$ cat src/logic/switch_defines.svh
`ifndef SWITCH_DEFINES_SVH
`define SWITCH_DEFINES_SVH

// switch geometry
`define SW_NUM_PORTS     4
`define SW_PAGE_WORDS    8
`define SW_NUM_PAGES     32
`define SW_MAX_PKT_WORDS 32
`define SW_QUEUE_DEPTH   8

// header word fields
`define SW_HDR_LEN_LSB   7
`define SW_HDR_LEN_MSB   15
`define SW_HDR_DEST_MSB  1

`endif

$ cat src/logic/packet_pkg.sv
`default_nettype none

`include "switch_defines.svh"

package packet_pkg;

    // one data word on every port
    typedef logic [15:0] halfword_t;

    typedef logic [`SW_HDR_DEST_MSB:0] port_id_t;

    // length in halfwords, header included
    typedef logic [`SW_HDR_LEN_MSB-`SW_HDR_LEN_LSB:0] pkt_len_t;

endpackage

`default_nettype wire

$ cat src/logic/buffer_pkg.sv
`default_nettype none

`include "switch_defines.svh"

package buffer_pkg;

    typedef logic [$clog2(`SW_NUM_PAGES)-1:0] page_ptr_t;
    typedef logic [$clog2(`SW_PAGE_WORDS)-1:0] word_idx_t;

    // full data SRAM address, page in the upper bits
    typedef logic [$bits(page_ptr_t)+$bits(word_idx_t)-1:0] data_addr_t;

    // number of free pages, 0 up to all of them
    typedef logic [$clog2(`SW_NUM_PAGES):0] page_cnt_t;

    // one queued packet
    typedef struct packed {
        page_ptr_t           first_page;
        packet_pkg::pkt_len_t len;
    } desc_t;

endpackage

`default_nettype wire

$ cat src/logic/buffer_writer.sv
`timescale 1ns/1ps
`default_nettype none

`include "switch_defines.svh"

module buffer_writer (
    input  wire logic                                     clk,
    input  wire logic                                     rst_n,
    input  wire logic [`SW_NUM_PORTS-1:0]                 pkt_avail,
    input  wire packet_pkg::port_id_t [`SW_NUM_PORTS-1:0] pkt_dest,
    input  wire packet_pkg::pkt_len_t [`SW_NUM_PORTS-1:0] pkt_len,
    output logic [`SW_NUM_PORTS-1:0]                      take,
    input  wire logic [`SW_NUM_PORTS-1:0]                 word_vld,
    input  wire packet_pkg::halfword_t [`SW_NUM_PORTS-1:0] word,
    output logic                                          alloc,
    input  wire buffer_pkg::page_ptr_t                    free_head,
    input  wire buffer_pkg::page_cnt_t                    free_count,
    output logic                                          data_wr_en,
    output buffer_pkg::data_addr_t                        data_wr_addr,
    output packet_pkg::halfword_t                         data_wr_data,
    output logic                                          link_wr_en,
    output buffer_pkg::page_ptr_t                         link_wr_addr,
    output buffer_pkg::page_ptr_t                         link_wr_data,
    output logic                                          push,
    output packet_pkg::port_id_t                          push_dest,
    output buffer_pkg::desc_t                             push_desc
);
    import packet_pkg::*;
    import buffer_pkg::*;

    logic [`SW_NUM_PORTS-1:0] eligible;
    port_id_t  rr_ptr;
    port_id_t  cand;
    port_id_t  sel;
    logic      found;
    logic      grant;
    logic      busy;
    logic      in_vld;
    logic      last_wr;
    port_id_t  cur_port;
    port_id_t  cur_dest;
    pkt_len_t  cur_len;
    pkt_len_t  got;
    word_idx_t idx;
    page_ptr_t cur_page;
    page_ptr_t first_page;

    function automatic pkt_len_t pages_for(input pkt_len_t len);
        return pkt_len_t'((len + `SW_PAGE_WORDS - 1) / `SW_PAGE_WORDS);
    endfunction

    // a buffer only competes when its whole packet fits
    always_comb begin
        for (int i = 0; i < `SW_NUM_PORTS; i++) begin
            eligible[i] = pkt_avail[i] && pkt_len_t'(free_count) >= pages_for(pkt_len[i]);
        end
    end

    // scan downwards so the port nearest the pointer wins
    always_comb begin
        found = 1'b0;
        sel   = rr_ptr;
        cand  = rr_ptr;
        for (int k = `SW_NUM_PORTS - 1; k >= 0; k--) begin
            cand = rr_ptr + port_id_t'(k);
            if (eligible[cand]) begin
                found = 1'b1;
                sel   = cand;
            end
        end
    end

    assign grant = !busy && found;

    always_comb begin
        take = '0;
        if (grant) begin
            take[sel] = 1'b1;
        end
    end

    assign in_vld = busy && word_vld[cur_port];
    // a fresh page is taken on every eighth word
    assign alloc  = in_vld && idx == '0;

    always_ff @(posedge clk) begin
        if (!rst_n) begin
            busy       <= 1'b0;
            rr_ptr     <= '0;
            got        <= '0;
            idx        <= '0;
            data_wr_en <= 1'b0;
            link_wr_en <= 1'b0;
            last_wr    <= 1'b0;
            push       <= 1'b0;
        end else begin
            if (grant) begin
                busy   <= 1'b1;
                rr_ptr <= sel + 1'b1;
                got    <= '0;
                idx    <= '0;
            end else begin
                if (push) begin
                    busy <= 1'b0;
                end
                if (in_vld) begin
                    got <= got + 1'b1;
                    idx <= idx + 1'b1;
                end
            end
            data_wr_en <= in_vld;
            link_wr_en <= alloc && got != '0;
            last_wr    <= in_vld && got == cur_len - 1'b1;
            push       <= last_wr;
        end
    end

    always_ff @(posedge clk) begin
        if (grant) begin
            cur_port <= sel;
            cur_dest <= pkt_dest[sel];
            cur_len  <= pkt_len[sel];
        end
        if (alloc) begin
            cur_page <= free_head;
            if (got == '0) begin
                first_page <= free_head;
            end
        end
        data_wr_addr <= {alloc ? free_head : cur_page, idx};
        data_wr_data <= word[cur_port];
        // previous page points at the new one
        link_wr_addr <= cur_page;
        link_wr_data <= free_head;
    end

    assign push_dest = cur_dest;
    assign push_desc = '{first_page: first_page, len: cur_len};

endmodule

`default_nettype wire

$ cat config.mk
export PLATFORM = sky130hd
export DESIGN_NAME = buffer_writer
export DESIGN_NICKNAME = d
export VERILOG_FILES = /design/src/logic/packet_pkg.sv /design/src/logic/buffer_pkg.sv /design/src/logic/buffer_writer.sv
export VERILOG_INCLUDE_DIRS = /design/src /design/src/logic
export SDC_FILE = /design/constraint.sdc
export NUM_CORES = 1
export LEC_CHECK = 0
export ABC_AREA = 1
export BUFFER_PORTS_ARGS = -buffer_cell sky130_fd_sc_hd__buf_2
export CAP_MARGIN = 25
export CORE_MARGIN = 1
export CORE_UTILIZATION = 49
export CTS_CLUSTER_DIAMETER = 200
export CTS_CLUSTER_SIZE = 10
export DETAILED_ROUTE_END_ITERATION = 8
export PLACE_DENSITY_LB_ADDON = 0.15
export RECOVER_POWER = 50
export SETUP_SLACK_MARGIN = 0.05
export SLEW_MARGIN = 20
export SYNTH_ARGS = -nofsm -noshare
export SYNTH_HDL_FRONTEND = slang
export SYNTH_SLANG_ARGS = --single-unit
$ cat constraint.sdc
create_clock -name clk -period 3.6 [get_ports clk]
set_input_delay 0.18 -clock clk [delete_from_list [all_inputs] [get_ports clk]]
set_output_delay 0.18 -clock clk [all_outputs]
set_load 0.005 [all_outputs]
Word-level counts from Yosys, hierarchy flattened
Cells that the tools add are included.
{"block": "totals", "register_bits": 76, "out_inout_bits": 58}
{"block": "op_classes", "n_addsub": 15, "n_lt_le_gt_ge": 11, "n_eq_ne": 1, "muxes": 30, "bitwise_logic": 1, "reduce_logical": 17}
{"op": "10-bit by 1-bit subtractor with 11-bit output, second input constant", "n": 4}
{"op": "9-bit by 4-bit adder with 10-bit output, second input constant", "n": 4}
{"op": "6-bit by 9-bit greater-or-equal comparator with 1-bit output", "n": 4}
{"op": "16-bit binary-select mux with 2-bit select", "n": 1}
{"op": "9-bit binary-select mux with 2-bit select", "n": 1}
{"op": "2-bit by 3-bit less-than comparator with 1-bit output, second input constant", "n": 6}
{"op": "16-bit two-way mux", "n": 1}
{"op": "1-bit two-way mux", "n": 12}
{"op": "1-bit binary-select mux with 2-bit select", "n": 5}
{"op": "1-bit logical AND", "n": 10}
{"op": "2-bit two-way mux", "n": 5}
{"op": "9-bit by 1-bit adder with 9-bit output, second input constant", "n": 1}
{"op": "9-bit equality test", "n": 1}
{"op": "9-bit logical NOT", "n": 1}
{"op": "9-bit two-way mux", "n": 1}
{"op": "9-bit nonzero test", "n": 1}
{"op": "9-bit by 1-bit subtractor with 9-bit output, second input constant", "n": 1}
{"op": "5-bit two-way mux", "n": 1}
{"op": "2-bit by 1-bit adder with 2-bit output, second input constant", "n": 2}
{"op": "2-bit adder, second input constant", "n": 2}
{"op": "2-bit binary-select mux with 2-bit select", "n": 1}
{"op": "4-bit two-way mux", "n": 1}
{"op": "3-bit by 1-bit adder with 3-bit output, second input constant", "n": 1}
{"op": "3-bit logical NOT", "n": 1}
{"op": "7 further kinds", "n": 7}

Depth between registers and ports, before layout
{"block": "depth", "depth_word": 15, "ltp_mapped": 29}

Worst setup path after synthesis
Ideal clock, no wire load.
{"block": "synth_path", "path_type": "input-to-reg", "startpoint": "input port pkt_len[2] (netlist bit)", "endpoint": "register rr_ptr[1]", "setup_time_ns": 0.064, "arrival_time_ns": 2.685, "t_required_ns": 3.536, "slack_ns": 0.851, "cell_stages": 25, "cell_sequence": "nor2_1 > nand2_1 > nand2_1 > nor2_1 > nand2_1 > nand2_1 > ha_1 > nand2_1 > inv_1 > nand2_1 > nand2_1 > nand2_1 > nand2_1 > nand2_1 > nand2_1 > nand3_1 > nand2_2 > nand2_1 > nand2_2 > nor2_4 > a21oi_2 > nand3_1 > nor2_2 > nor2_1 > nor2_1"}
{"block": "synth_via", "elab_chain_len": 11, "word_cells_on_any_way": 22, "classes_between": "3 x add/sub; 1 x order compare; 16 x mux; 2 x reduce/logical"}
{"element": "from (decl)", "line": "buffer_writer.sv:11", "source": "input wire packet_pkg::pkt_len_t [`SW_NUM_PORTS-1:0] pkt_len,"}
{"element": "9-bit by 4-bit adder with 10-bit output (no source line) *"}
{"element": "10-bit by 1-bit subtractor with 11-bit output *", "line": "buffer_writer.sv:49", "source": "return pkt_len_t'((len + `SW_PAGE_WORDS - 1) / `SW_PAGE_WORDS);"}
{"element": "6-bit by 9-bit greater-or-equal comparator with 1-bit output *", "line": "buffer_writer.sv:55", "source": "eligible[i] = pkt_avail[i] && pkt_len_t'(free_count) >= pages_for(pkt_len[i]);"}
{"element": "1-bit logical AND *", "line": "buffer_writer.sv:55"}
{"element": "1-bit binary-select mux with 2-bit select", "line": "buffer_writer.sv:66", "source": "if (eligible[cand]) begin"}
{"element": "1-bit two-way mux (not written as such)", "line": "buffer_writer.sv:66"}
{"element": "1-bit two-way mux (3 in series)", "line": "buffer_writer.sv:66"}
{"element": "1-bit two-way mux *", "line": "buffer_writer.sv:66"}
{"element": "1-bit logical AND *", "line": "buffer_writer.sv:73", "source": "assign grant = !busy && found;"}
{"element": "net grant", "line": "buffer_writer.sv:36", "source": "logic grant;"}
{"element": "to (signal assigned)", "line": "buffer_writer.sv:99", "source": "rr_ptr <= sel + 1'b1;"}
{"element": "to (decl)", "line": "buffer_writer.sv:32", "source": "port_id_t rr_ptr;"}
The timed path passes the listed nets; every way through them passes the cells marked *. The select of a mux whose other input is x is not followed.
A chain may end at the register's enable or synchronous reset.

Final worst setup path
{"block": "layout_path", "startpoint": "input port pkt_len[2] (netlist bit)", "endpoint": "output port take[3]"}
{"block": "layout_via", "elab_chain_len": 15, "word_cells_on_any_way": 27, "classes_between": "2 x add/sub; 3 x order compare; 19 x mux; 3 x reduce/logical"}
{"element": "9-bit by 4-bit adder with 10-bit output (no source line) *"}
{"element": "10-bit by 1-bit subtractor with 11-bit output *", "line": "buffer_writer.sv:49"}
{"element": "6-bit by 9-bit greater-or-equal comparator with 1-bit output *", "line": "buffer_writer.sv:55"}
{"element": "1-bit logical AND *", "line": "buffer_writer.sv:55"}
{"element": "1-bit binary-select mux with 2-bit select", "line": "buffer_writer.sv:66"}
{"element": "1-bit two-way mux (not written as such)", "line": "buffer_writer.sv:66"}
{"element": "2-bit two-way mux (4 in series)", "line": "buffer_writer.sv:66"}
{"element": "2-bit by 3-bit less-than comparator with 1-bit output (not written as such) / 2-bit by 1-bit greater-or-equal comparator with 1-bit output (equally long branches)", "line": "buffer_writer.sv:78", "source": "take[sel] = 1'b1;"}
{"element": "1-bit logical AND (not written as such)", "line": "buffer_writer.sv:78"}
{"element": "1-bit two-way mux (not written as such)", "line": "buffer_writer.sv:78"}
{"element": "1-bit demux with 2-bit select", "line": "buffer_writer.sv:78"}
{"element": "4-bit two-way mux *", "line": "buffer_writer.sv:77", "source": "if (grant) begin"}
{"element": "to (decl)", "line": "buffer_writer.sv:12", "source": "output logic [`SW_NUM_PORTS-1:0] take,"}
Mark *: on every way between the ends. The rest lies on a longest branch, timed or not. The select of a mux whose other input is x is not followed.

==> impl_metrics.json <==
{
  "status": "complete, no violations",
  "synth_flop_cell": "dfxtp_1",
  "crit_top_cell": "nand2_1",
  "postCtsHoldBufs": 5,
  "ctsResizeCount": 0,
  "path_clk_slew_ns": 0.08,
  "slew_headroom": 0.625,
  "worst_pin_slew_ns": 0.549,
  "dieHeight_um": 98.8,
  "holdPathStages": 3,
  "cellPowerDensity_nw_per_um2": 716,
  "coreArea_um2": 8890,
  "rsz0062_at_grt": "false",
  "cap_violations": 0,
  "worstSetupPathType": "in2out",
  "sequentialPowerShare": 0.326,
  "dieArea_um2": 9770,
  "finalSetupViolCount": 0,
  "r2r_slack_ns": 0.72,
  "path_cells": "buf_2 > nor2_1 > nand2_1 > nand2_1 > nor2_1 > nand2_1 > nand2_1 > ha_1 > a21oi_1 > nand2_1 > nand2_1 > nand2_1 > nand2_1 > nand2_1 > nand3_1 > nand2_2 > nand2_1 > nand2_1 > inv_1 > nand2_1 > a21boi_4 > inv_2 > nor3_2 > buf_2",
  "setup_slack_ns": 0.419,
  "wl_um": 12100,
  "syn_area_um2": 4590,
  "r2r-end": "last_wr",
  "postLayoutCellArea_um2": 5810,
  "start_util": 0.517,
  "total_power_mw": 4.16,
  "clockBufferDepth": 2,
  "p_leak_nw": 2.98,
  "grt_overflow": 0,
  "dp_hpwl_um": 9620,
  "r2r_cells": 9,
  "area_growth_pct": 26.4,
  "hold_violations": 0,
  "routedWlPerCell_um": 12.9,
  "drtAntennaViolNets": 0,
  "ys_warn_count": 0,
  "min_path_type": "in2reg",
  "synth_nets": 794,
  "required_ns": 3.42,
  "synth_top_cell_by_area": "dfxtp_1",
  "ir_drop_mv": 0.426,
  "first_pass_iters": 5,
  "cts_setup_buffers": 0,
  "num_antenna_cells": 0,
  "place_ws_ns": 0.458,
  "io_pins": 187,
  "place_area_um2": 5560,
  "async_flop_share": 0,
  "cp_top_family": "simple AND/OR/NAND/NOR gates",
  "fin_cells": 935,
  "drc": 0,
  "num_vias": 4727,
  "initialDrtViolationCount": 145,
  "ys_types": 41,
  "clockRootBuffer": "clkbuf_8",
  "timing.final.crit_share": 0.884,
  "fin_crit_ns": 3.18,
  "fmax_ghz": 0.314,
  "critical_path.slowest_cell": "a21boi_4",
  "final_common_cell": "nand2_1",
  "htree_num_levels": 3,
  "dieWidth_um": 98.8,
  "worst_setup_path_end_kind": "primary output",
  "gp_congestion": 0.893,
  "critPathBufInv": 4,
  "finalMaxSlewViolations": 0,
  "p_sw_mw": 1.83,
  "placed_cells": 914,
  "cts.sinks": 71,
  "start_kind": "primary input",
  "grt_max_degree": 36,
  "yosysSeqAreaShare": 0.359,
  "fill_cells": 820,
  "first_global_vias": 4410,
  "critPathMaxFanout": 15,
  "sw_frac_of_total": 0.441,
  "nets": 980,
  "grt_pass1_wl_um": 19600,
  "io_buffers": 186,
  "cp.arrival_ns": 3.00,
  "syn-mean-instance-area_um2": 7.22,
  "min_delay_worst_endpoint": "push",
  "cts_tree": "yes",
  "antenna_found_initial": 0,
  "fin_tns_setup_ns": 0,
  "internal-power_mw": 2.32,
  "holdCritStartpoint": "rst_n",
  "drive_above_1_share": 0.259,
  "cpPeakStageDelay_ns": 0.37,
  "synth_seq_cells": 71,
  "synth_cells": 636,
  "synth_area_leaders": "dfxtp_1 21%, edfxtp_1 15%, nand2_1 14%",
  "synth_enable_flop_cells": 23,
  "comb_power_share": 0.494,
  "fin_skew_ns": 0.0112,
  "synth_top_area_share": 0.209,
  "row_count": 34,
  "groute.usage.overall": 0.253,
  "pwr-share-clk": 0.180,
  "reg2reg_from": "cur_port[1]",
  "clk_latency_ns": 0.34,
  "cts_buffers": 9,
  "vias_per_cell": 5.06,
  "final_cell_mix": "177 x nand2_1, 155 x buf_2, 78 x inv_1, 71 x nor2_1, 48 x dfxtp_1"
}
state kept, by name, indices dropped and copies added (netlist names), 2 cells and up:
register	cells
data_wr_data	16
cur_len	9
got	9
cur_page	5
first_page	5
link_wr_addr	5
link_wr_data	5
data_wr_addr	3
idx	3
cur_port	2
push_dest	2
rr_ptr	2
worst max-delay path by stage:
stage                            from         end  slack [ns]  depth (start not counted)
after floorplan            pkt_len[2]   rr_ptr[1]        0.85                         25
after global placement    pkt_len[29]  cur_len[1]        0.55                         27
after detailed placement  pkt_len[29]  cur_len[1]        0.46                         27
after CTS                  pkt_len[2]     take[3]        0.45                         24
after global routing      pkt_len[29]     take[3]        0.09                         23
final                      pkt_len[2]     take[3]        0.42                         24
metrics by stage:
stage / utilization / hold WS, ns
2_1_floorplan: - / 0.208
3_3_place_gp: 0.626 / 0.305
3_5_place_dp: 0.626 / 0.312
4_1_cts: 0.658 / 0.0398
5_1_grt: 0.653 / 0.0580
6_report: 0.653 / 0.0647
final cells by class:
| cell class | count | area (um2) | share of cell area |
|---|---|---|---|
| Multi-Input combinational cell | 465 | 2520 | 0.433 |
| Inverter | 82 | 313 | 0.0539 |
| Sequential cell | 71 | 1650 | 0.284 |
| Clock buffer | 9 | 124 | 0.0213 |
| Clock inverter | 7 | 111 | 0.0192 |
| Timing Repair Buffer | 193 | 957 | 0.165 |
| Tap cell | 108 | 135 | 0.0233 |
synthesized netlist by cell type (4+ instances only):
| master | n |
|---|---|
| a21oi_1 | 13 |
| buf_2 | 4 |
| buf_6 | 4 |
| clkbuf_1 | 9 |
| dfxtp_1 | 48 |
| edfxtp_1 | 23 |
| ha_1 | 29 |
| inv_1 | 78 |
| nand2_1 | 177 |
| nand2_2 | 12 |
| nand2_4 | 4 |
| nand3_1 | 31 |
| nand4_1 | 6 |
| nor2_1 | 71 |
| nor2_2 | 5 |
| o21ai_0 | 42 |
| o21ai_1 | 7 |
| o22ai_1 | 17 |
| xnor2_1 | 11 |
| xor2_1 | 14 |
worst register-to-register path, cell delays in order (launching register included):
cell and delay [ns]:
edfxtp_1 0.64, inv_1 0.47, o21ai_0 0.18, o22ai_1 0.16, nand2_2 0.19, nor2_1 0.17, inv_1 0.09, a2111oi_0 0.51
nand3_1 0.18, nor4_2 0.18
power by group through the flow:
| stage | clock network [mW] | logic (mW) | registers, mW |
|---|---|---|---|
| after floorplan | 0 | 1.49 | 1.35 |
| after global placement | 0 | 2.00 | 1.35 |
| after detailed placement | 0 | 2.07 | 1.36 |
| after CTS | 0.762 | 2.09 | 1.35 |
| after global routing | 0.789 | 2.32 | 1.38 |
| final | 0.750 | 2.05 | 1.35 |
routing by layer:
layer / vias up / wire length (um) / track usage
met3: 13 / 792 / 0.0511
li1: 2419 / - / -
met5: - / 0 / 0
met1: 2108 / 4910 / 0.283
met2: 187 / 6190 / 0.479
met4: 0 / 181 / 0.0723
cells by family (layout without fill, tap and decap cells):
family | after synthesis | in the layout | synth area share
buffers and inverters | 100 | 291 | 0.0929
DFF | 71 | 71 | 0.359
AOI/OAI and AO/OA | 89 | 89 | 0.113
xor gates and xnor gates | 25 | 25 | 0.0477
and+or+nand+nor | 322 | 322 | 0.308
adders and majority gates | 29 | 29 | 0.0790
(Power assumes the default switching activity.)
