**src/logic/switch_defines.svh**
```systemverilog
`ifndef SWITCH_DEFINES_SVH
`define SWITCH_DEFINES_SVH

// switch geometry
`define SW_NUM_PORTS     4
`define SW_PAGE_WORDS    8
`define SW_NUM_PAGES     32
`define SW_MAX_PKT_WORDS 32
`define SW_QUEUE_DEPTH   8

// header word fields
`define SW_HDR_LEN_LSB   7
`define SW_HDR_LEN_MSB   15
`define SW_HDR_DEST_MSB  1

`endif

```
**src/logic/packet_pkg.sv**
```systemverilog
`default_nettype none

`include "switch_defines.svh"

package packet_pkg;

    // one data word on every port
    typedef logic [15:0] halfword_t;

    typedef logic [`SW_HDR_DEST_MSB:0] port_id_t;

    // length in halfwords, header included
    typedef logic [`SW_HDR_LEN_MSB-`SW_HDR_LEN_LSB:0] pkt_len_t;

endpackage

`default_nettype wire

```
**src/logic/buffer_pkg.sv**
```systemverilog
`default_nettype none

`include "switch_defines.svh"

package buffer_pkg;

    typedef logic [$clog2(`SW_NUM_PAGES)-1:0] page_ptr_t;
    typedef logic [$clog2(`SW_PAGE_WORDS)-1:0] word_idx_t;

    // full data SRAM address, page in the upper bits
    typedef logic [$bits(page_ptr_t)+$bits(word_idx_t)-1:0] data_addr_t;

    // number of free pages, 0 up to all of them
    typedef logic [$clog2(`SW_NUM_PAGES):0] page_cnt_t;

    // one queued packet
    typedef struct packed {
        page_ptr_t           first_page;
        packet_pkg::pkt_len_t len;
    } desc_t;

endpackage

`default_nettype wire

```
**src/logic/free_page_list.sv**
```systemverilog
`timescale 1ns/1ps
`default_nettype none

`include "switch_defines.svh"

module free_page_list (
    input  wire logic                   clk,
    input  wire logic                   rst_n,
    input  wire logic                   alloc,
    output buffer_pkg::page_ptr_t       free_head,
    input  wire logic                   release_vld,
    input  wire buffer_pkg::page_ptr_t  release_page,
    output buffer_pkg::page_cnt_t       free_count
);
    import buffer_pkg::*;

    page_ptr_t mem [`SW_NUM_PAGES];
    page_ptr_t rd_ptr;
    page_ptr_t wr_ptr;
    page_cnt_t count;
    logic      refilling;

    always_ff @(posedge clk) begin
        if (!rst_n) begin
            rd_ptr    <= '0;
            wr_ptr    <= '0;
            count     <= '0;
            refilling <= 1'b1;
        end else begin
            if (refilling) begin
                // every page number once, in order
                wr_ptr <= wr_ptr + 1'b1;
                if (wr_ptr == page_ptr_t'(`SW_NUM_PAGES - 1)) begin
                    refilling <= 1'b0;
                end
            end else begin
                if (alloc) begin
                    rd_ptr <= rd_ptr + 1'b1;
                end
                if (release_vld) begin
                    wr_ptr <= wr_ptr + 1'b1;
                end
            end
            count <= count + page_cnt_t'(refilling || release_vld) - page_cnt_t'(alloc);
        end
    end

    always_ff @(posedge clk) begin
        if (refilling) begin
            mem[wr_ptr] <= wr_ptr;
        end else if (release_vld) begin
            mem[wr_ptr] <= release_page;
        end
    end

    assign free_head  = mem[rd_ptr];
    // nothing to hand out until the refill is done
    assign free_count = refilling ? '0 : count;

    a_no_alloc_empty: assert property (@(posedge clk) disable iff (!rst_n)
        alloc |-> !refilling && count != '0);

    a_no_release_full: assert property (@(posedge clk) disable iff (!rst_n)
        release_vld |-> count != page_cnt_t'(`SW_NUM_PAGES));

endmodule

`default_nettype wire

```
**config.mk**
```make
export PLATFORM = sky130hd
export DESIGN_NAME = free_page_list
export DESIGN_NICKNAME = d
export VERILOG_FILES = /design/src/logic/packet_pkg.sv /design/src/logic/buffer_pkg.sv /design/src/logic/free_page_list.sv
export VERILOG_INCLUDE_DIRS = /design/src /design/src/logic
export SDC_FILE = /design/constraint.sdc
export NUM_CORES = 1
export LEC_CHECK = 0
export ABC_AREA = 1
export BUFFER_PORTS_ARGS = -buffer_cell sky130_fd_sc_hd__buf_2
export CAP_MARGIN = 20
export CORE_ASPECT_RATIO = 0.8
export CORE_MARGIN = 3
export CORE_UTILIZATION = 35
export CTS_BUF_LIST = sky130_fd_sc_hd__clkbuf_4 sky130_fd_sc_hd__clkbuf_8
export CTS_CLUSTER_SIZE = 28
export DETAILED_ROUTE_END_ITERATION = 6
export GPL_TIMING_DRIVEN = 0
export SYNTH_ARGS = -nofsm -noshare
export SYNTH_HDL_FRONTEND = slang
export SYNTH_SLANG_ARGS = --single-unit
export TNS_END_PERCENT = 20
```
**constraint.sdc**
```tcl
create_clock -name clk -period 3.65 [get_ports clk]
set_input_delay 0.1825 -clock clk [delete_from_list [all_inputs] [get_ports clk]]
set_output_delay 0.1825 -clock clk [all_outputs]
set_load 0.005 [all_outputs]
```
**Yosys cells after proc, flatten, opt, wreduce, memory -nomap -nowiden**

Memories as Yosys holds them, arrays and structs flattened. A register that Yosys moved wholly into a read port is not among the register bits.
Index checks and enable logic that the tools add are counted.

- Register bits: 17
- RAM bits: 160
- Input port bits: 9
- Memories: 1

Memories:

| name | words | width | rd ports | clocked after memory_dff | write ports | line | source |
|---|---|---|---|---|---|---|---|
| mem | 32 | 5 | 1 | 1 | 1 | free_page_list.sv:17 | `` page_ptr_t mem [`SW_NUM_PAGES]; `` |

- $add $sub $neg: 4
- Eq/ne operators: 1
- Mux-type cells: 13
- Bitwise operators: 2
- Reductions and logical operators: 3

Operator list:

| kind | number |
|---|---|
| $mux W5 | 5 |
| $add A5 B1 Y5 const B | 2 |
| $mux W1 | 7 |
| $add A6 B1 Y6 | 1 |
| $mux W6 | 1 |
| $sub A6 B1 Y6 | 1 |
| $eq A5 B5 Y1 const B | 1 |
| $reduce_and A2 Y1 | 1 |
| $reduce_bool A2 Y1 | 1 |
| $logic_or A1 B1 Y1 | 1 |
| $not A1 Y1 | 1 |
| $or A1 B1 Y1 | 1 |

**Logic depth before layout (Yosys ltp)**

Gate-level depths: netlist of run 1.

- Word-level depth: 4
- Mapped depth: 13
- Gate-level depth less buffers: 11

**Worst setup path after synthesis of run 1**

OpenSTA, ideal clock, no wires.

- Path type: reg-to-reg
- Start point: register refilling
- End point: register count[4]
- Data arrival time: 2,000 ps
- Data required time: 3,580 ps
- Path slack: 1,581 ps
- Cell stages (with the launch flop): 14
- Clock period less this slack: 2,069 ps
- Path through: dfxtp_1 > buf_4 > nor2_1 > buf_4 > ha_1 > inv_1 > ha_1 > inv_1 > fa_1 > nor2_1 > o21ai_0 > nand2_1 > o21ai_0 > a21oi_1

- Longest elaborated chain between the ends: 3

RTL lines:

| element | line | source |
|---|---|---|
| start: declaration | free_page_list.sv:21 | `logic refilling;` |
| start signal: assignment | free_page_list.sv:28 | `refilling <= 1'b1;` |
| start signal: assignment | free_page_list.sv:34 | `refilling <= 1'b0;` |
| $logic_or A1 B1 Y1 | free_page_list.sv:44 | `count <= count + page_cnt_t'(refilling \|\| release_vld) - page_cnt_t'(alloc);` |
| $add A6 B1 Y6 | free_page_list.sv:44 |  |
| $sub A6 B1 Y6 | free_page_list.sv:44 |  |
| end signal: assignment | free_page_list.sv:44 |  |
| end: declaration | free_page_list.sv:20 | `page_cnt_t count;` |

No other way between the ends.
A chain may end at the register's enable or synchronous reset.

**Worst setup path after layout of run 1**

Same ends and word-level chain as after synthesis.

==> results_dict.tcl, run 1 <==
set metrics [dict create \
    finClkSkew_ns 0.01453 \
    fp.dieW_um 172.5 \
    report.final.slew_viol_count 0 \
    io_pins 20 \
    clockBufferDepth 2 \
    clock_sinks 182 \
    dieArea_mm2 0.02402 \
    outcome "finished clean" \
    grt_usage_pct 15.65 \
    ir_drop_mv 0.1971 \
    arrival_ns 2.80 \
    async_flop_share_pct 0 \
    nets 792 \
    synth_edf_count 160 \
    drive_above_1_share_pct 11.62 \
    tightest_slew_ns 0.9297 \
    synthFlopType "edfxtp_1" \
    vias_per_cell 4.837 \
    drtAntennaViolNets 0 \
    synth_nets 750 \
    fin_crit_sh_pct 65.25 \
    coreArea_mm2 0.02168 \
    drt_iter0_markers 606 \
    yosys.area.top_type_share_pct 61.87 \
    die_h_um 139.2 \
    p_seq_share_pct 57.7 \
    grt_max_degree 33 \
    p_sw_mw 0.9021 \
    syn_area_per_cell_um2 10.67 \
    n_antenna_cell 0 \
    power_density_mw_per_mm2 457.3 \
    wl_mm 18.39 \
    h-tree-depth 4 \
    hpwlAfterDp_mm 12.63 \
    leakage_nw 3.318 \
    swShare_pct 22.44 \
    dr.max_layer_used "met4" \
    grt_pass1_wl_mm 28.47 \
    worst_setup_path_end_kind "register" \
    path_clk_slew_ns 0.10 \
    wl_met2_mm 7.612 \
    grt_pass1_vias 4933 \
    synthTopCellsByCount "nand2_1 (240), edfxtp_1 (160), nand3_1 (129), nor2_1 (56), inv_1 (30)" \
    crit_chain "buf_4 -> nor2_1 -> buf_4 -> ha_1 -> inv_1 -> ha_1 -> inv_1 -> fa_1 -> nor2_1 -> o21ai_0 -> nand2_1 -> o21ai_0 -> a21oi_1" \
    final.min_clock_period_ns 2.381 \
    drtPass1Iterations 5 \
    via_count 5239 \
    clkLatencyLatePin_ns 0.47 \
    syn_area_mm2 0.007766 \
    synth.ff_latch_count 182 \
    yosys_warnings 0 \
    numCtsBuffers 17 \
    yosysSeqAreaShare_pct 67.54 \
    combPwrFrac_pct 6.3 \
    wl_per_cell_um 16.98 \
    pre_cts_slack_ns 1.313 \
    fin_util_pct 40.55 \
    antenna_found_initial 0 \
    rsz0062_at_grt "no" \
    finalHoldViolCount 0 \
    p_int_mw 3.118 \
    start_kind "register" \
    required_ns 4.07 \
    crit_path_max_fanout 10 \
    path_class "reg -> reg" \
    areaGrowthSynthToFinish_pct 13.19 \
    ys_top_cells_by_area "edfxtp_1 (62%), nand2_1 (12%), nand3_1 (8.3%)" \
    power_mw 4.020 \
    port_buffers 19 \
    drc 0 \
    yosysTopAreaCell "edfxtp_1" \
    overflow 0 \
    postCtsSetupRepairBufs 0 \
    initial_utilization_pct 35.82 \
    clockPowerShare_pct 36.0 \
    cp_slowest_stage_delay_ns 0.41 \
    slowest_stage "fa_1" \
    place.gp.congestion 0.8419 \
    synth_most_common_cell "nand2_1" \
    wl_met3_mm 1.436 \
    clock.fmax_mhz 419.9 \
    met1_length_mm 9.099 \
    ys_types 24 \
    fin_ws_ns 1.269 \
    num_rows 48 \
    syn_inst 728 \
    drv_cap 0 \
    hold_path_class "in -> reg" \
    cts-root-buf "clkbuf_8" \
    cts_tree "done" \
    setup_viol 0 \
    max_slew_margin_pct 37.54 \
]
[final timing paths]
check / start / endpoint / slack, ns / cells past startpoint
setup / recovery: refilling / count[4] / 1.27 / 13
hold / removal: release_vld / wr_ptr[0] / 0.09 / 4
setup reg to reg: refilling / count[4] / 1.27 / 13
hold reg to reg: rd_ptr[2] / rd_ptr[2] / 0.49 / 2
[stage by stage]
stage | std cells | hold slack (ns) | cell area (µm²) | setup TNS [ns]
after CTS | 1083 | 0.06763 | 8791 | 0
after global routing | 1083 | 0.1257 | 8791 | 0
after detailed placement | 1050 | 0.4800 | 8361 | 0
after floorplan | 728 | 0.3209 | 7766 | 0
final | 1083 | 0.08741 | 8791 | 0
after global placement | 1047 | 0.4725 | 8237 | -13.42
[per-layer routing]
metal  track usage [%]  up-vias
li1                  -     2561
met1             23.92     2486
met2             22.05      171
met3             3.573       21
met4             4.863        0
met5                 0        -
[cells by family after synthesis]
family	Yosys count	share of synthesized area, %
fa+ha+maj	13	2.191
buf+inv	68	4.865
simple gates	435	23.34
flops	182	67.54
compound gates	28	1.837
xor+xnor	2	0.2256
[cells in the final DEF, fill, tap and decap left out, types with 11 or more instances in the layout]
cell type,n
dfxtp_1,22
nand3_1,129
buf_2,28
nand2_1,240
edfxtp_1,160
clkbuf_8,19
a21oi_1,11
inv_1,30
nor2_1,56
ha_1,12
[power groups by stage]
| stage | clock, mW | combinational, mW | sequential, mW |
|---|---|---|---|
| CTS | 1.46 | 0.256 | 2.32 |
| global placement | 0 | 0.238 | 2.37 |
| finish | 1.45 | 0.254 | 2.32 |
| detailed placement | 0 | 0.254 | 2.37 |
| floorplan | 0 | 0.164 | 2.36 |
| global route | 1.55 | 0.292 | 2.32 |
[repair_timing]
item,CTS,global route
resized for setup,0,0
hold buffers,1,0
hold endpoints to repair,3,0
[registers in the layout, indices dropped and copies added (netlist names), named ones only]
name / cells
mem: 160
rd_ptr: 5
count: 6
wr_ptr: 5
refilling: 1
[worst max-delay path, delay by kind of cell, from the launching register on]
family,cells,cell delay (ns)
DFF,1,0.31
adders and majority gates,3,0.82
and+or+nand+nor,3,0.39
buffers and inverters,4,0.53
AOI/OAI and AO/OA,3,0.27
[area by class of cell]
class                   count  area, µm²
fillers                  2106      12890
flip-flops and latches    182       5245
multi-input cells         478       2200
well taps                 300      375.4
clock buffers              21      276.5
plain buffers              35      249.0
repair buffers             23      172.7
clock inverters            11      143.9
inverters                  33      128.9
(Power assumes the default switching activity.)
==> run 2, diff against run 1 <==
clock period = 2.1 ns   (was 3.65 ns; I/O delays follow)
==> run 2 against run 1 <==
  * Non-clock buffer count grew 6
  * Largest power group unchanged
  * Sequential power rose by 74%
  * Total power rose by 74%
==> results_dict.tcl, run 2 (synthesized netlist as in run 1, its figures left out) <==
set metrics [dict create \
    crit_path_max_fanout 10 \
    pre_cts_slack_ns -0.2367 \
    hold_path_class "in -> reg" \
    grt_max_degree 28 \
    setup_tns_ns 0 \
    multi_input_area_mm2 0.002430 \
    wl_mm 19.65 \
    initial_utilization_pct 35.82 \
    max_slew_margin_pct 39.41 \
    leakage_nw 3.505 \
    layout_commonest_cell "nand2_1" \
    mostFrequentLayoutCells "nand2_1 (225), edfxtp_1 (160), nand3_1 (102)" \
    path_clk_slew_ns 0.10 \
    n_antenna_cell 0 \
    start_kind "register" \
    fin_cells 1092 \
    cts_tree "done" \
    drive_above_1_share_pct 18.94 \
    numCtsBuffers 17 \
    drtAntennaViolNets 0 \
    fin_util_pct 42.85 \
    rsz0062_at_grt "yes" \
    finish.instance_area_mm2 0.009290 \
    grt_usage_pct 16.18 \
    via_count 5356 \
    place.gp.congestion 0.8419 \
    report.final.slew_viol_count 0 \
    largestRegisters "mem: 160 flops, count: 6 flops" \
    arrival_ns 1.98 \
    finClkSkew_ns 0.01558 \
    drv_cap 0 \
    max_flop_register "mem" \
    vias_per_cell 4.905 \
    nets 801 \
    final.min_clock_period_ns 2.087 \
    slowest_stage "dfxtp_4" \
    die_h_um 139.2 \
    nFillCells 2079 \
    fin_crit_sh_pct 99.40 \
    io_pins 20 \
    hpwlAfterDp_mm 12.63 \
    dieArea_mm2 0.02402 \
    areaGrowthSynthToFinish_pct 19.62 \
    coreArea_mm2 0.02168 \
    seq_area_mm2 0.005249 \
    drt_iter0_markers 658 \
    drtPass1Iterations 5 \
    port_buffers 19 \
    setup_viol 0 \
    cts-root-buf "clkbuf_8" \
    num_rows 48 \
    power_density_mw_per_mm2 754.3 \
    tightest_slew_ns 0.9019 \
    clock_sinks 182 \
    drc 0 \
    power_mw 7.008 \
    path_class "reg -> out" \
    overflow 0 \
    worst_setup_path_end_kind "output pin" \
    h-tree-depth 4 \
    clock.fmax_mhz 479.1 \
    outcome "finished clean" \
    wl_per_cell_um 17.99 \
    clkLatencyLatePin_ns 0.47 \
    largest_register_ffs 160 \
    dp.cells 1050 \
    finalHoldViolCount 0 \
    grt_pass1_vias 5048 \
    cp_slowest_stage_delay_ns 0.37 \
    crit_chain "buf_12 -> inv_16 -> buf_12 -> nand2_1 -> nand3_2 -> nand3_2 -> nand2_1 -> nand2_1 -> nand2_1 -> nand2_2 -> nand2_2 -> buf_2" \
    fp.dieW_um 172.5 \
    grt_pass1_wl_mm 29.24 \
    ir_drop_mv 0.3563 \
    fin_ws_ns 0.01261 \
    placed_area_mm2 0.008361 \
    antenna_found_initial 0 \
    required_ns 2.00 \
    whs_ns 0.06319 \
    clockBufferDepth 2 \
    cpMostUsedCell "nand2_1" \
]
run 2: worst paths after layout:
kind / endpoint / cells after the start / slack, ns / start
setup / recovery: free_head[0] / 12 / 0.01 / register
hold reg to reg: rd_ptr[2] / 2 / 0.49 / rd_ptr[2]
hold / removal: rd_ptr[2] / 5 / 0.06 / alloc
setup reg to reg: mem[19][4] / 5 / 0.07 / refilling
run 2: cell type report:
class                   instances  share of cell area (%)
flip-flops and latches        182                   56.50
multi-input cells             480                   26.15
well taps                     300                   4.040
plain buffers                  34                   3.879
repair buffers                 30                   3.273
clock buffers                  21                   2.976
clock inverters                11                   1.549
inverters                      33                   1.508
repair inverters                1                  0.1212
run 2: metal layers:
layer  vias up  share of wire [%]  GRT usage (%)
li1       2586                  -              -
met1      2525                 47          24.05
met2       223                 42          22.78
met3        22                8.9          4.664
met4         0                1.7          5.205
met5         -                  0              0
run 2: worst max-delay path, delay by kind of cell, from the launching register on:
family        cells  cell delay, ns
buf+inv           4            0.49
flops             1            0.37
simple gates      8            0.64
run 2: timing repair:
action	4_1_cts	5_1_grt
gates cloned	2	5
pin swaps	0	15
resized for setup	10	87
endpoints found under the hold margin	4	0
setup buffers	1	1
hold buffers	2	0
endpoints found under the setup margin	71	73
run 2: power by group:
part	switching (mW)	internal [mW]	total, mW
logic	0.307	0.156	0.463
clock network	1.24	1.27	2.52
registers	0.0316	4.00	4.03
==> run 3, diff against run 2 <==
BUFFER_PORTS_ARGS = not set   (was -buffer_cell sky130_fd_sc_hd__buf_2)
DONT_BUFFER_PORTS = 1   (was not set)
==> run 3 against run 2 <==
  * The flow now finishes with violations (negative hold slack)
  * Setup slack better by 0.011 ns
  * Cell count decreased by 1.1%
  * Total power shrank 1.0%
  * Critical path depth up 1
  * Maximum frequency grew 0.53%
  * Combinational power increased by 1%
  * First-iteration DRC count grew 5.9%
  * Register-to-register slack lost 0.05 ns
  * Non-clock buffer count is 12 lower
  * Utilization is 0.40 points lower
  * Clock skew grew 0.0013 ns
  * Global-route usage grew 0.41 points
  * Critical path type is now reg -> reg
==> results_dict.tcl, run 3 (synthesized netlist as in run 1, its figures left out) <==
set metrics [dict create \
    outcome "finished, violations left" \
    violations "negative hold slack" \
    drc 0 \
    largest_register_ffs 160 \
    hold_path_class "in -> reg" \
    coreArea_mm2 0.02168 \
    dieArea_mm2 0.02402 \
    cts_tree "done" \
    clock_sinks 182 \
    mostFrequentLayoutCells "nand2_1 (228), edfxtp_1 (160), nand3_1 (109)" \
    final.min_clock_period_ns 2.076 \
    overflow 0 \
    fin_crit_sh_pct 98.88 \
    required_ns 2.50 \
    drtAntennaViolNets 0 \
    leakage_nw 3.440 \
    arrival_ns 2.48 \
    power_density_mw_per_mm2 753.5 \
    clockBufferDepth 2 \
    max_flop_register "mem" \
    clkLatencyLatePin_ns 0.47 \
    drtPass1Iterations 5 \
    n_antenna_cell 0 \
    path_clk_slew_ns 0.09 \
    layout_commonest_cell "nand2_1" \
    via_count 5412 \
    io_pins 20 \
    grt_usage_pct 16.59 \
    finalHoldViolCount 2 \
    initial_utilization_pct 35.82 \
    whs_ns -0.2310 \
    cts_hold_buffers 5 \
    crit_path_max_fanout 9 \
    start_kind "register" \
    drt_iter0_markers 697 \
    antenna_found_initial 0 \
    tightest_slew_ns 0.8994 \
    numCtsBuffers 17 \
    hpwlAfterDp_mm 13.13 \
    h-tree-depth 4 \
    nets 789 \
    fp.dieW_um 172.5 \
    num_rows 48 \
    rr_startpoint "refilling" \
    grt_pass1_wl_mm 30.06 \
    ir_drop_mv 0.3985 \
    path_class "reg -> reg" \
    setup_tns_ns 0 \
    grt_pass1_vias 5054 \
    port_buffers 0 \
    grt_max_degree 19 \
    drv_cap 0 \
    setup_viol 0 \
    worstSetupStartpoint "refilling" \
    worst_setup_path_end_kind "register" \
    wl_per_cell_um 18.74 \
    place.gp.congestion 0.8777 \
    drive_above_1_share_pct 16.67 \
    report.final.slew_viol_count 0 \
    areaGrowthSynthToFinish_pct 18.50 \
    finClkSkew_ns 0.01685 \
    rsz0062_at_grt "yes" \
    min_from "rst_n" \
    wl_mm 20.24 \
    power_mw 6.934 \
    largestRegisters "mem: 160 flops, count: 6 flops" \
    die_h_um 139.2 \
    clock.fmax_mhz 481.6 \
    cts-root-buf "clkbuf_8" \
    max_slew_margin_pct 39.58 \
    vias_per_cell 5.011 \
    fin_util_pct 42.45 \
]
run 3: report_power, final:
group          switching, mW  internal (mW)
Sequential            0.0335           4.00
Clock                   1.23           1.20
Combinational          0.313          0.156
run 3: cell type report:
cell class	count	area, µm²
inverters	33	150.1
multi-input cells	480	2405
repair inverters	1	11.26
flip-flops and latches	182	5249
clock buffers	24	305.3
clock inverters	8	96.34
plain buffers	35	357.8
well taps	300	375.4
fillers	2044	12480
repair buffers	17	252.7
run 3: critical path, stage by stage, from the launching register on:
cell,delay [ns]
dfxtp_1,0.34
buf_6,0.15
nor2_4,0.06
buf_6,0.12
ha_1,0.27
inv_2,0.07
ha_4,0.13
inv_2,0.04
fa_2,0.36
nor2_1,0.10
o21ai_0,0.08
nand2_1,0.09
o21ai_0,0.07
a21oi_1,0.12
run 3: worst paths after layout:
| path | cells past startpoint | slack (ns) | to |
|---|---|---|---|
| hold reg to reg | 2 | 0.49 | rd_ptr[2] |
| hold / removal | 2 | -0.23 | count[4] |
| setup / recovery | 13 | 0.02 | count[4] |
| setup reg to reg | 13 | 0.02 | count[4] |
run 3: metrics by stage:
step | hold WS [ns] | area (µm²) | instances | setup WS, ns
after detailed placement | 0.2487 | 8260 | 1031 | -0.2620
after global routing | -0.2512 | 9203 | 1080 | -0.08694
final | -0.2310 | 9203 | 1080 | 0.02359
after global placement | 0.2458 | 8142 | 1028 | -1.564
after CTS | -0.2557 | 8776 | 1070 | -0.03254
after floorplan | 0.2434 | 7766 | 728 | 0.03066
run 3: what timing repair did:
action | 4_1_cts | 5_1_grt
hold endpoints to repair | 13 | 2
gates cloned | 2 | 4
endpoints found under the setup margin | 103 | 83
buffers inserted | 0 | 6
gates resized for setup | 11 | 78
pin swaps | 1 | 12
run 3: layer usage:
layer | routed length, µm | track usage (%) | up-vias
met5 | 0 | 0 | -
met4 | 316 | 4.735 | 0
met3 | 1783 | 4.501 | 30
met2 | 8595 | 23.33 | 226
met1 | 9540 | 25.10 | 2597
li1 | - | - | 2559
